$ cat config.mk
export PLATFORM = sky130hd
export DESIGN_NAME = dma_top
export DESIGN_NICKNAME = d
export VERILOG_FILES = /design/src/hw/dma_pkg.sv /design/src/hw/dma_fifo.sv /design/src/hw/dma_mem_router.sv /design/src/hw/dma_reader.sv /design/src/hw/dma_regs.sv /design/src/hw/dma_top.sv /design/src/hw/dma_writer.sv
export VERILOG_INCLUDE_DIRS = /design/src /design/src/include
export SDC_FILE = /design/constraint.sdc
export NUM_CORES = 1
export LEC_CHECK = 0
export BUFFER_PORTS_ARGS = -buffer_cell sky130_fd_sc_hd__buf_2
export CORE_MARGIN = 4
export CORE_UTILIZATION = 60
export CTS_CLUSTER_DIAMETER = 50
export CTS_CLUSTER_SIZE = 8
export DETAILED_ROUTE_END_ITERATION = 10
export GPL_ROUTABILITY_DRIVEN = 0
export PLACE_DENSITY_LB_ADDON = 0.15
export SLEW_MARGIN = 15
export SYNTH_ARGS = -nofsm -noshare
export SYNTH_HDL_FRONTEND = slang
export SYNTH_HIERARCHICAL = 1
export SYNTH_SLANG_ARGS = --single-unit
export TNS_END_PERCENT = 100
$ cat constraint.sdc
create_clock -name CLK -period 8.3 [get_ports CLK]
set_input_delay 2.075 -clock CLK [delete_from_list [all_inputs] [get_ports CLK]]
set_output_delay 2.075 -clock CLK [all_outputs]
set_load 0.005 [all_outputs]
$ cat src/include/dma_defines.svh
`ifndef DMA_DEFINES_SVH
`define DMA_DEFINES_SVH

// bus widths
`define DMA_ADDR_W          32
`define DMA_DATA_W          32

// memory word address from byte address bits 17..2
`define DMA_MEM_ADDR_W      16
`define DMA_BANK_BIT        20      // set -> mem0, clear -> mem1

// register map
`define DMA_REG_SRC         32'h0000_0000
`define DMA_REG_DST         32'h0000_0004
`define DMA_REG_SIZE        32'h0000_0008
`define DMA_REG_CTRL        32'h0000_000C
`define DMA_REG_STATUS      32'h0000_0010

// transfer limit, fifo holds a whole transfer plus offset
`define DMA_MAX_BYTES       64
`define DMA_FIFO_DEPTH      17

`endif

$ cat src/hw/dma_pkg.sv
`default_nettype none

package dma_pkg;

`include "dma_defines.svh"

    typedef logic [`DMA_DATA_W-1:0] dma_word_t;

    // programmed transfer, held by the register block
    typedef struct packed {
        logic [`DMA_ADDR_W-1:0] src;
        logic [`DMA_ADDR_W-1:0] dst;
        logic [`DMA_ADDR_W-1:0] size;
    } dma_cfg_t;

    typedef struct packed {
        logic                       en;
        logic [3:0]                 we;     // byte enables, all zero for a read
        logic [`DMA_MEM_ADDR_W-1:0] addr;
        dma_word_t                  wdata;
    } mem_req_t;

    typedef enum logic [1:0] {
        PH_IDLE,
        PH_READ,
        PH_WRITE,
        PH_DONE
    } dma_phase_e;

    typedef enum logic [1:0] {
        RD_IDLE,
        RD_ISSUE,
        RD_DRAIN
    } rd_state_e;

    typedef enum logic [1:0] {
        WR_IDLE,
        WR_WRITE,
        WR_DONE
    } wr_state_e;

endpackage

`default_nettype wire

$ cat src/hw/dma_fifo.sv
`timescale 1ns/1ns
`default_nettype none

module dma_fifo
    import dma_pkg::*;
#(
    parameter int DEPTH = 4
)
(
    input  logic        CLK,
    input  logic        RSTN,
    input  logic        flush,
    input  logic        push,
    input  dma_word_t   push_data,
    input  logic        pop,
    output dma_word_t   pop_data,
    output logic        full,
    output logic        empty
);

localparam int PTR_W = (DEPTH > 1) ? $clog2(DEPTH) : 1;
localparam int CNT_W = $clog2(DEPTH + 1);

dma_word_t          mem [DEPTH];
logic [PTR_W-1:0]   wr_ptr;
logic [PTR_W-1:0]   rd_ptr;
logic [CNT_W-1:0]   count;
logic               do_push;
logic               do_pop;

assign full     = (count == CNT_W'(DEPTH));
assign empty    = (count == '0);
assign do_push  = push && !full;
assign do_pop   = pop && !empty;
assign pop_data = mem[rd_ptr];     // show-ahead

always_ff @(posedge CLK or negedge RSTN) begin
    if (!RSTN) begin
        wr_ptr <= '0;
        rd_ptr <= '0;
        count  <= '0;
    end else if (flush) begin
        wr_ptr <= '0;
        rd_ptr <= '0;
        count  <= '0;
    end else begin
        if (do_push)
            wr_ptr <= (wr_ptr == PTR_W'(DEPTH - 1)) ? '0 : wr_ptr + 1'b1;
        if (do_pop)
            rd_ptr <= (rd_ptr == PTR_W'(DEPTH - 1)) ? '0 : rd_ptr + 1'b1;
        count <= count + CNT_W'(do_push) - CNT_W'(do_pop);
    end
end

always_ff @(posedge CLK) begin
    if (do_push)
        mem[wr_ptr] <= push_data;
end

endmodule

`default_nettype wire

$ cat src/hw/dma_mem_router.sv
`timescale 1ns/1ns
`default_nettype none
`include "dma_defines.svh"

module dma_mem_router
    import dma_pkg::*;
(
    input  logic        CLK,
    input  logic        RSTN,
    input  dma_cfg_t    cfg,
    input  mem_req_t    rd_req,
    input  mem_req_t    wr_req,
    input  dma_word_t   mem0_rdata,
    input  dma_word_t   mem1_rdata,
    output mem_req_t    mem0_req,
    output mem_req_t    mem1_req,
    output dma_word_t   rdata
);

logic rd_bank_q;    // bank of the outstanding read

// phases never overlap, so at most one request per memory
always_comb begin
    mem0_req = '0;
    mem1_req = '0;
    if (rd_req.en) begin
        if (cfg.src[`DMA_BANK_BIT])
            mem0_req = rd_req;
        else
            mem1_req = rd_req;
    end
    if (wr_req.en) begin
        if (cfg.dst[`DMA_BANK_BIT])
            mem0_req = wr_req;
        else
            mem1_req = wr_req;
    end
end

always_ff @(posedge CLK or negedge RSTN) begin
    if (!RSTN)
        rd_bank_q <= 1'b0;
    else if (rd_req.en)
        rd_bank_q <= cfg.src[`DMA_BANK_BIT];
end

assign rdata = rd_bank_q ? mem0_rdata : mem1_rdata;

endmodule

`default_nettype wire

$ cat src/hw/dma_reader.sv
`timescale 1ns/1ns
`default_nettype none
`include "dma_defines.svh"

module dma_reader
    import dma_pkg::*;
(
    input  logic        CLK,
    input  logic        RSTN,
    input  dma_cfg_t    cfg,
    input  logic        start,
    input  dma_word_t   rdata,
    output mem_req_t    req,
    output logic        push,
    output dma_word_t   push_data,
    output logic        rd_done
);

localparam int CNT_W = 8;

rd_state_e                  state;
dma_phase_e                 phase;
logic [`DMA_MEM_ADDR_W-1:0] addr_q;
logic [CNT_W-1:0]           idx_q;
logic [CNT_W-1:0]           rd_words;
logic [`DMA_ADDR_W-1:0]     src_end;
logic [1:0]                 src_last;
logic                       vld_q;      // rdata valid this cycle
logic                       first_q;
logic                       last_q;
logic [23:0]                buf_q;      // leftover bytes, low cnt_q valid
logic [2:0]                 cnt_q;
logic [2:0]                 lo;
logic [2:0]                 hi;
logic [2:0]                 nvalid;
logic [3:0]                 total;
logic [63:0]                shifted;
logic [63:0]                merged;

// source span in words
assign src_end  = cfg.size + {{(`DMA_ADDR_W-2){1'b0}}, cfg.src[1:0]} + 3;
assign rd_words = src_end[CNT_W+1:2];
assign src_last = cfg.src[1:0] + cfg.size[1:0] - 2'd1;

assign req = '{en: (state == RD_ISSUE), we: 4'b0000, addr: addr_q, wdata: '0};

always_comb begin
    case (state)
        RD_ISSUE: phase = PH_READ;
        RD_DRAIN: phase = vld_q ? PH_READ : PH_DONE;   // wait for last word
        default:  phase = PH_IDLE;
    endcase
end

assign rd_done = (phase == PH_DONE);

////////////////////
// byte realign
////////////////////
always_comb begin
    lo      = first_q ? {1'b0, cfg.src[1:0]} : 3'd0;
    hi      = last_q ? {1'b0, src_last} + 3'd1 : 3'd4;
    nvalid  = hi - lo;
    shifted = ({32'b0, rdata} >> (8 * lo)) & ~(64'hFFFF_FFFF_FFFF_FFFF << (8 * nvalid));
    merged  = {40'b0, buf_q} | (shifted << (8 * cnt_q));
    total   = {1'b0, cnt_q} + {1'b0, nvalid};
end

always_comb begin
    push      = 1'b0;
    push_data = merged[31:0];
    if (vld_q && (total >= 4'd4)) begin
        push = 1'b1;
    end else if (phase == PH_DONE && cnt_q != 3'd0) begin
        push      = 1'b1;   // partial tail word
        push_data = {8'b0, buf_q};
    end
end

always_ff @(posedge CLK or negedge RSTN) begin
    if (!RSTN) begin
        state   <= RD_IDLE;
        idx_q   <= '0;
        vld_q   <= 1'b0;
        first_q <= 1'b0;
        last_q  <= 1'b0;
        cnt_q   <= '0;
    end else begin
        vld_q   <= (state == RD_ISSUE);
        first_q <= (idx_q == '0);
        last_q  <= (idx_q == rd_words - 1'b1);
        case (state)
            RD_IDLE: begin
                if (start) begin
                    state <= RD_ISSUE;
                    idx_q <= '0;
                    cnt_q <= {1'b0, cfg.dst[1:0]};  // pad up to dst offset
                end
            end
            RD_ISSUE: begin
                idx_q <= idx_q + 1'b1;
                if (idx_q == rd_words - 1'b1)
                    state <= RD_DRAIN;
            end
            default: begin
                if (!vld_q)
                    state <= RD_IDLE;
            end
        endcase
        if (vld_q)
            cnt_q <= (total >= 4'd4) ? 3'(total - 4'd4) : total[2:0];
    end
end

always_ff @(posedge CLK) begin
    if (state == RD_IDLE && start) begin
        addr_q <= cfg.src[`DMA_MEM_ADDR_W+1:2];
        buf_q  <= '0;
    end else begin
        if (state == RD_ISSUE)
            addr_q <= addr_q + 1'b1;
        if (vld_q)
            buf_q <= (total >= 4'd4) ? merged[55:32] : merged[23:0];
    end
end

endmodule

`default_nettype wire

$ cat src/hw/dma_regs.sv
`timescale 1ns/1ns
`default_nettype none
`include "dma_defines.svh"

module dma_regs
    import dma_pkg::*;
(
    input  logic                    CLK,
    input  logic                    RSTN,
    input  logic                    PSEL,
    input  logic                    PENABLE,
    input  logic                    PWRITE,
    input  logic [`DMA_ADDR_W-1:0]  PADDR,
    input  logic [`DMA_DATA_W-1:0]  PWDATA,
    input  logic                    done,
    output logic [`DMA_DATA_W-1:0]  PRDATA,
    output logic                    PREADY,
    output dma_cfg_t                cfg,
    output logic                    start,
    output logic                    INTR
);

logic                   access;
logic                   wr_acc;
logic                   go;
logic                   size_bad;
logic                   clr_done;
logic                   busy;
logic                   done_q;
logic [`DMA_ADDR_W-1:0] src_q;
logic [`DMA_ADDR_W-1:0] dst_q;
logic [`DMA_ADDR_W-1:0] size_q;
logic [`DMA_DATA_W-1:0] rd_mux;

assign access   = PSEL && PENABLE && !PREADY;     // one take per access
assign wr_acc   = access && PWRITE;
assign size_bad = (size_q == '0) || (size_q > `DMA_MAX_BYTES);
assign go       = wr_acc && (PADDR == `DMA_REG_CTRL) && PWDATA[0] && !busy;
assign clr_done = wr_acc && (PADDR == `DMA_REG_STATUS) && PWDATA[0];

assign cfg  = '{src: src_q, dst: dst_q, size: size_q};
assign INTR = done_q;

////////////////////
// register writes
////////////////////
always_ff @(posedge CLK or negedge RSTN) begin
    if (!RSTN) begin
        PREADY <= 1'b0;
        start  <= 1'b0;
        busy   <= 1'b0;
        done_q <= 1'b0;
        src_q  <= '0;
        dst_q  <= '0;
        size_q <= '0;
    end else begin
        PREADY <= access;
        start  <= go && !size_bad;

        if (go && !size_bad)
            busy <= 1'b1;
        else if (done)
            busy <= 1'b0;

        // bad size finishes right away, no transfer
        if (done || (go && size_bad))
            done_q <= 1'b1;
        else if (clr_done)
            done_q <= 1'b0;

        if (wr_acc) begin
            case (PADDR)
                `DMA_REG_SRC:  src_q  <= PWDATA;
                `DMA_REG_DST:  dst_q  <= PWDATA;
                `DMA_REG_SIZE: size_q <= PWDATA;
                default: ;
            endcase
        end
    end
end

////////////////////
// read data
////////////////////
always_comb begin
    case (PADDR)
        `DMA_REG_SRC:    rd_mux = src_q;
        `DMA_REG_DST:    rd_mux = dst_q;
        `DMA_REG_SIZE:   rd_mux = size_q;
        `DMA_REG_CTRL:   rd_mux = {{(`DMA_DATA_W-1){1'b0}}, busy};
        `DMA_REG_STATUS: rd_mux = {{(`DMA_DATA_W-1){1'b0}}, done_q};
        default:         rd_mux = '0;     // unmapped
    endcase
end

always_ff @(posedge CLK) begin
    if (access && !PWRITE)
        PRDATA <= rd_mux;
end

endmodule

`default_nettype wire

$ cat src/hw/dma_top.sv
`timescale 1ns/1ns
`default_nettype none
`include "dma_defines.svh"

module dma_top
    import dma_pkg::*;
(
    input  logic                    CLK,
    input  logic                    RSTN,
    output logic                    INTR,
    // apb
    input  logic                    PSEL,
    input  logic                    PENABLE,
    input  logic                    PWRITE,
    input  logic [`DMA_ADDR_W-1:0]  PADDR,
    input  logic [`DMA_DATA_W-1:0]  PWDATA,
    output logic [`DMA_DATA_W-1:0]  PRDATA,
    output logic                    PREADY,
    // memories
    output mem_req_t                mem0_req,
    input  dma_word_t               mem0_rdata,
    output mem_req_t                mem1_req,
    input  dma_word_t               mem1_rdata
);

dma_cfg_t   cfg;
logic       start;
logic       done;
logic       rd_done;
mem_req_t   rd_req;
mem_req_t   wr_req;
dma_word_t  rdata;
logic       push;
dma_word_t  push_data;
logic       pop;
dma_word_t  pop_data;
logic       fifo_full;

dma_regs u_regs (
    .CLK     (CLK),
    .RSTN    (RSTN),
    .PSEL    (PSEL),
    .PENABLE (PENABLE),
    .PWRITE  (PWRITE),
    .PADDR   (PADDR),
    .PWDATA  (PWDATA),
    .done    (done),
    .PRDATA  (PRDATA),
    .PREADY  (PREADY),
    .cfg     (cfg),
    .start   (start),
    .INTR    (INTR)
);

dma_reader u_reader (
    .CLK       (CLK),
    .RSTN      (RSTN),
    .cfg       (cfg),
    .start     (start),
    .rdata     (rdata),
    .req       (rd_req),
    .push      (push),
    .push_data (push_data),
    .rd_done   (rd_done)
);

dma_fifo #(.DEPTH(`DMA_FIFO_DEPTH)) u_fifo (
    .CLK       (CLK),
    .RSTN      (RSTN),
    .flush     (start),     // new transfer starts empty
    .push      (push),
    .push_data (push_data),
    .pop       (pop),
    .pop_data  (pop_data),
    .full      (fifo_full),
    .empty     ()
);

dma_writer u_writer (
    .CLK      (CLK),
    .RSTN     (RSTN),
    .cfg      (cfg),
    .rd_done  (rd_done),
    .pop_data (pop_data),
    .req      (wr_req),
    .pop      (pop),
    .done     (done)
);

dma_mem_router u_router (
    .CLK        (CLK),
    .RSTN       (RSTN),
    .cfg        (cfg),
    .rd_req     (rd_req),
    .wr_req     (wr_req),
    .mem0_rdata (mem0_rdata),
    .mem1_rdata (mem1_rdata),
    .mem0_req   (mem0_req),
    .mem1_req   (mem1_req),
    .rdata      (rdata)
);

endmodule

`default_nettype wire

$ cat src/hw/dma_writer.sv
`timescale 1ns/1ns
`default_nettype none
`include "dma_defines.svh"

module dma_writer
    import dma_pkg::*;
(
    input  logic        CLK,
    input  logic        RSTN,
    input  dma_cfg_t    cfg,
    input  logic        rd_done,
    input  dma_word_t   pop_data,
    output mem_req_t    req,
    output logic        pop,
    output logic        done
);

localparam int CNT_W = 8;

wr_state_e                  state;
dma_phase_e                 phase;
logic [`DMA_MEM_ADDR_W-1:0] addr_q;
logic [CNT_W-1:0]           idx_q;
logic [CNT_W-1:0]           wr_words;
logic [`DMA_ADDR_W-1:0]     dst_end;
logic [1:0]                 dst_last;   // offset of the end byte
logic [3:0]                 first_be;
logic [3:0]                 last_be;
logic [3:0]                 be;
logic                       is_first;
logic                       is_last;

// destination span in words
assign dst_end  = cfg.size + {{(`DMA_ADDR_W-2){1'b0}}, cfg.dst[1:0]} + 3;
assign wr_words = dst_end[CNT_W+1:2];
assign dst_last = cfg.dst[1:0] + cfg.size[1:0] - 2'd1;

assign first_be = 4'b1111 << cfg.dst[1:0];
assign last_be  = 4'b1111 >> (2'd3 - dst_last);
assign is_first = (idx_q == '0);
assign is_last  = (idx_q == wr_words - 1'b1);
assign be       = (is_first ? first_be : 4'b1111) & (is_last ? last_be : 4'b1111);

always_comb begin
    case (state)
        WR_WRITE: phase = PH_WRITE;
        WR_DONE:  phase = PH_DONE;
        default:  phase = PH_IDLE;
    endcase
end

assign pop  = (phase == PH_WRITE);
assign done = (phase == PH_DONE);
assign req  = '{en: pop, we: pop ? be : 4'b0000, addr: addr_q, wdata: pop_data};

////////////////////
// write sequencer
////////////////////
always_ff @(posedge CLK or negedge RSTN) begin
    if (!RSTN) begin
        state <= WR_IDLE;
        idx_q <= '0;
    end else begin
        case (state)
            WR_IDLE: begin
                if (rd_done) begin
                    state <= WR_WRITE;
                    idx_q <= '0;
                end
            end
            WR_WRITE: begin
                idx_q <= idx_q + 1'b1;
                if (is_last)
                    state <= WR_DONE;
            end
            default: state <= WR_IDLE;
        endcase
    end
end

always_ff @(posedge CLK) begin
    if (state == WR_IDLE && rd_done)
        addr_q <= cfg.dst[`DMA_MEM_ADDR_W+1:2];
    else if (state == WR_WRITE)
        addr_q <= addr_q + 1'b1;
end

endmodule

`default_nettype wire

# Word level (Yosys, flattened, before mapping)
# Memories as Yosys holds them, arrays and structs flattened.
# Cells that the tools add are included.
# W data, S select, Z words.
# word_totals
reg_bits,230
latch_bits,0
ramBits,544
mem_bits_ro,0
in_bits,133
word_cells,184
memories,1
# classes
n_addsub,23
mul,0
div,0
order_cmp,2
eq_ne,21
n_shift,5
muxes,54
bitwise,4
n_reduce_logical,51
# mem_list
name,depth,word_bits,read_ports,rd_ports_with_merged_regs,write_ports,line_no,text
u_fifo.mem,17,32,1,0,1,dma_fifo.sv:24,dma_word_t mem [DEPTH];
# op_table
cell,count
$mux W53,8
$pmux W32 S5,1
$mux W32,3
$and A64 B64 Y64,1
$eq A32 B4 Y1 const B,2
$logic_not A32 Y1,2
$mux W16,4
$not A64 Y64,1
$shl A64 B6 Y56,1
$shl A64 B6 Y64 const A,1
$shr A32 B6 Y64,1
$or A24 B56 Y56,1
$mux W5,7
$add A16 B1 Y16 const B,2
$eq A32 B3 Y1 const B,1
$eq A32 B5 Y1 const B,1
$gt A32 B7 Y1 const B,1
$pmux W8 S2,2
$mux W24,1
$add A10 B2 Y10,2
$add A10 B2 Y10 const B,2
$reduce_bool A2 Y1,10
$logic_and A1 B1 Y1,17
$add A8 B1 Y8 const B,2
36 further kinds,86

# Longest topological paths before layout
# logic_depth
depth_word,13
depth_mapped,29
depth_no_buf,25

# Cells and area by module
# The synthesis kept the hierarchy.
# by_module_without_submodules
module,instances,cells_each,area_per_inst_um2,seq_area_each_um2
dma_fifo,1,1194,22089.9,16711.0
dma_regs,1,366,5592.9,3463.3
dma_reader,1,697,5333.9,1361.3
dma_mem_router,1,358,2526.2,25.0
dma_writer,1,275,2309.7,730.7

# Least setup slack after synthesis
# No wires, ideal clock.
# synth_path
kind,reg-to-reg
from,register u_regs.src_q[0]
to,"memory u_fifo/mem[16][0] (netlist bit), enable pin"
arrival_time_ns,5.713
required_ns,7.879
slack_ns,2.166
stages_incl_launch_ff,22
synth_period_minus_slack_ns,6.134
path_cell_list,dfrtp_1 -> clkbuf_1 -> clkbuf_1 -> inv_1 -> ha_1 -> inv_1 -> ha_1 -> ha_1 -> and2_1 -> fa_1 -> xor2_1 -> inv_1 -> ha_1 -> and2_1 -> a21oi_1 -> o21ai_1 -> clkbuf_1 -> nand2b_1 -> and2_1 -> clkbuf_1 -> nand2_1 -> nor2_1
# synth_via
elab_chain_cells,12
# synth_lines
item,line_no,text
from (decl),dma_regs.sv:30,logic [`DMA_ADDR_W-1:0] src_q;
from (signal assigned),dma_regs.sv:53,src_q <= '0;
from (signal assigned),dma_regs.sv:73,`DMA_REG_SRC: src_q <= PWDATA;
$add A2 B2 Y2,dma_reader.sv:43,assign src_last = cfg.src[1:0] + cfg.size[1:0] - 2'd1;
$sub A2 B1 Y2,dma_reader.sv:43,
$add A2 B1 Y3,dma_reader.sv:62,"hi = last_q ? {1'b0, src_last} + 3'd1 : 3'd4;"
$mux W3,dma_reader.sv:62,
$sub A3 B3 Y3 *,dma_reader.sv:63,nvalid = hi - lo;
$add A3 B3 Y4 *,dma_reader.sv:66,"total = {1'b0, cnt_q} + {1'b0, nvalid};"
$ge A4 B3 Y1 *,dma_reader.sv:72,if (vld_q && (total >= 4'd4)) begin
$logic_and A1 B1 Y1 *,dma_reader.sv:72,
$mux W1 *,dma_reader.sv:72,
named net push,dma_top.sv:33,logic push;
$logic_and A1 B1 Y1 *,dma_fifo.sv:33,assign do_push = push && !full;
$mux W1 *,dma_fifo.sv:56,if (do_push)
$mux W1 (not written as such) *,dma_fifo.sv:57,mem[wr_ptr] <= push_data;
to (decl),dma_fifo.sv:24,
# Mark *: on every way through the listed nets, which the timed path passes. The rest lies on a longest branch.

==> results.md <==
- Outcome: finished clean
- RR Startpoint: u_regs/src_q[0]
- Final setup viols: 0
- Layout cells sized above 1: 23.3%
- Hold Crit Class: register to register
- Cell family with the largest share of critical-path delay: adder cells
- RSZ-0062 raised after global routing: false
- Largest net degree at the start of global routing: 91
- Slew Viols, Final: 0
- Clk slew on worst S/H paths: 0.05 ns
- Max Cap Viol: 0
- Fmax: between 0.1 and 0.15 GHz
- Core Area: 62100 um2
- Final HPWL DP: 65900 um
- Final net count: 3254
- Routed WL: 103000 um
- Mapped Cells: between 2000 and 3000
- CTS buffer count: 111
- FP Rows: 91
- Skew final: 0.0242 ns
- Worst Path Arrival: 4.89 ns
- PwrDens: 198 nW/um2
- Synth Area per Inst: 13.1 um2
- CP Buf/Inv Count: 4
- Startpoint types: register
- HP Start: u_regs/src_q[25]
- Clk root buf: clkbuf_16
- CP endpoint kind: output port
- Placed inst area: 39300 um2
- Final hold viol count: 0
- Logic pwr share: 2.0%
- Slew at the pin with the worst max-slew slack: 1.21 ns
- WP data required: 6.23 ns
- Clock share of power: between 40% and 50%
- Most frequent cells in the layout: edfxtp_1 (608), buf_2 (271), nand2_1 (229)
- Flop2flop setup slack: 2.07 ns
- Gates resized, CTS repair: 0
- Critical path startpoint: u_regs/dst_q[1]
- DRT Pass-1 Iters: 6
- Die Y: 259 um
- I/O pin count: 273
- Vias in the first global route: roughly 25000
- Slew margin rel.: 19.2%
- Crit-path max cell delay: between 0.5 and 0.6 ns
- Crit path cell chain: inv_1, ha_1, inv_1, ha_1, inv_1, fa_1, xor2_1, ha_1, nand3_1, nor4_1, o21bai_1, a221oi_2, a31oi_1, and3b_1, a31o_1, buf_2
- Area Growth Syn to Fin: 12.2%
- Buffer count from post-CTS setup fixing: 0
- Crit Path Category: register to output port
- DR DRC count: 0
- NetSw: 1.70 mW
- Min Tclk post-route: approximately 7.0 ns
- Die width: 259 um
- TNS Setup: 0 ns
- Total global routing overflow: 0
- Routed Antenna Nets: 0
- Synth Cell Area: 37800 um2
- Commonest non-fill, non-tap cell in the layout: edfxtp_1
- Final Cell Area: 42500 um2
- Number of vias per cell: 6.55
- Post-layout util: 68.5%
- Die area: 67200 um2
- IO buf count: roughly 270
- CTS H-Tree Depth: 3
- DR WL/cell: 25.8 um
- Hold Buf Count CTS: 0
- Vias: ~26000
- Initial antenna violation count: 8
- Starting Density: 61.0%
- Clock tree buffer depth: 3
- Fraction of power spent switching nets: 20.2%
- Slowest library cell on the worst path: a221oi_2
- Placed cells: 3802
- Leakage: 15.2 nW
- Iter 0 DRT Violations: 3486
- Global-route wire length before repair: 153000 um
- Cell Int Power: 6.72 mW
- Worst IR Drop VDD: approximately 160 uV
- Clock latency on the worst-skew pair: approximately 0.66 ns
- Period utilization: 83.9%
- Sequential share of power: roughly half
- Sink Count: 774
- CTS tree: yes
- Crit-path max FO: 6
- Final cell count without fillers: 3975
- Total track usage: 29.8%
- Synth Warn #: 6
==> power by group through the flow <==
stage                     clock network [mW]  logic (mW)  registers, mW
after global routing                    4.28       0.183           4.18
after CTS                               4.11       0.169           4.18
final                                   4.06       0.172           4.18
after global placement                     0       0.163           4.25
after detailed placement                   0       0.168           4.25
after floorplan                            0      0.0742           4.25
==> worst paths after layout <==
check                                           to  depth (start not counted)
min in group asynchronous         u_regs/dst_q[25]                          1
worst min register to register    u_regs/src_q[25]                          1
worst min-delay path              u_regs/src_q[25]                          1
worst max-delay path                  mem1_req[49]                         16
max in group asynchronous         u_fifo/rd_ptr[0]                          2
worst max register to register  u_fifo/mem[16][19]                         18
==> cell type report <==
| type | count | area [um2] |
|---|---|---|
| multi-input combinational | 1815 | 14000 |
| inverter | 63 | 238 |
| fill | 4205 | 19600 |
| clock buffer | 152 | 2980 |
| timing repair buffer | 315 | 1760 |
| clock inverter | 13 | 158 |
| antenna | 6 | 15.0 |
| tap | 837 | 1050 |
| sequential | 774 | 22300 |
==> flip-flops by register name (all words and copies together) (netlist names), 2 cells and up <==
| signal | count |
|---|---|
| u_regs/PRDATA | 32 |
| u_fifo/wr_ptr | 5 |
| u_writer/addr_q | 16 |
| u_reader/buf_q | 24 |
| u_writer/idx_q | 8 |
| u_fifo/count | 5 |
| u_reader/idx_q | 8 |
| u_reader/cnt_q | 3 |
| u_regs/src_q | 32 |
| u_writer/state | 2 |
| u_reader/addr_q | 16 |
| u_reader/state | 2 |
| u_fifo/rd_ptr | 5 |
| u_fifo/mem | 544 |
| u_regs/dst_q | 32 |
| u_regs/size_q | 32 |
==> per-layer routing <==
metal | vias up | global-route usage, % | routed length (um)
li1 | 11300 | - | -
met1 | 13100 | 41.8 | 40200
met2 | 1429 | 48.1 | 49600
met3 | 227 | 5.26 | 9410
met4 | 0 | 10.1 | 3460
met5 | - | 0 | 0
==> stage by stage <==
stage / hold slack (ns) / setup WS [ns] / total power, mW
floorplan: 0.462 / 2.17 / 4.33
global placement: 0.470 / 2.38 / 4.42
detailed placement: 0.491 / 2.11 / 4.42
CTS: 0.498 / 1.38 / 8.46
global route: 0.516 / 1.10 / 8.64
finish: 0.505 / 1.34 / 8.42
Power figures use the tool's default switching activity.
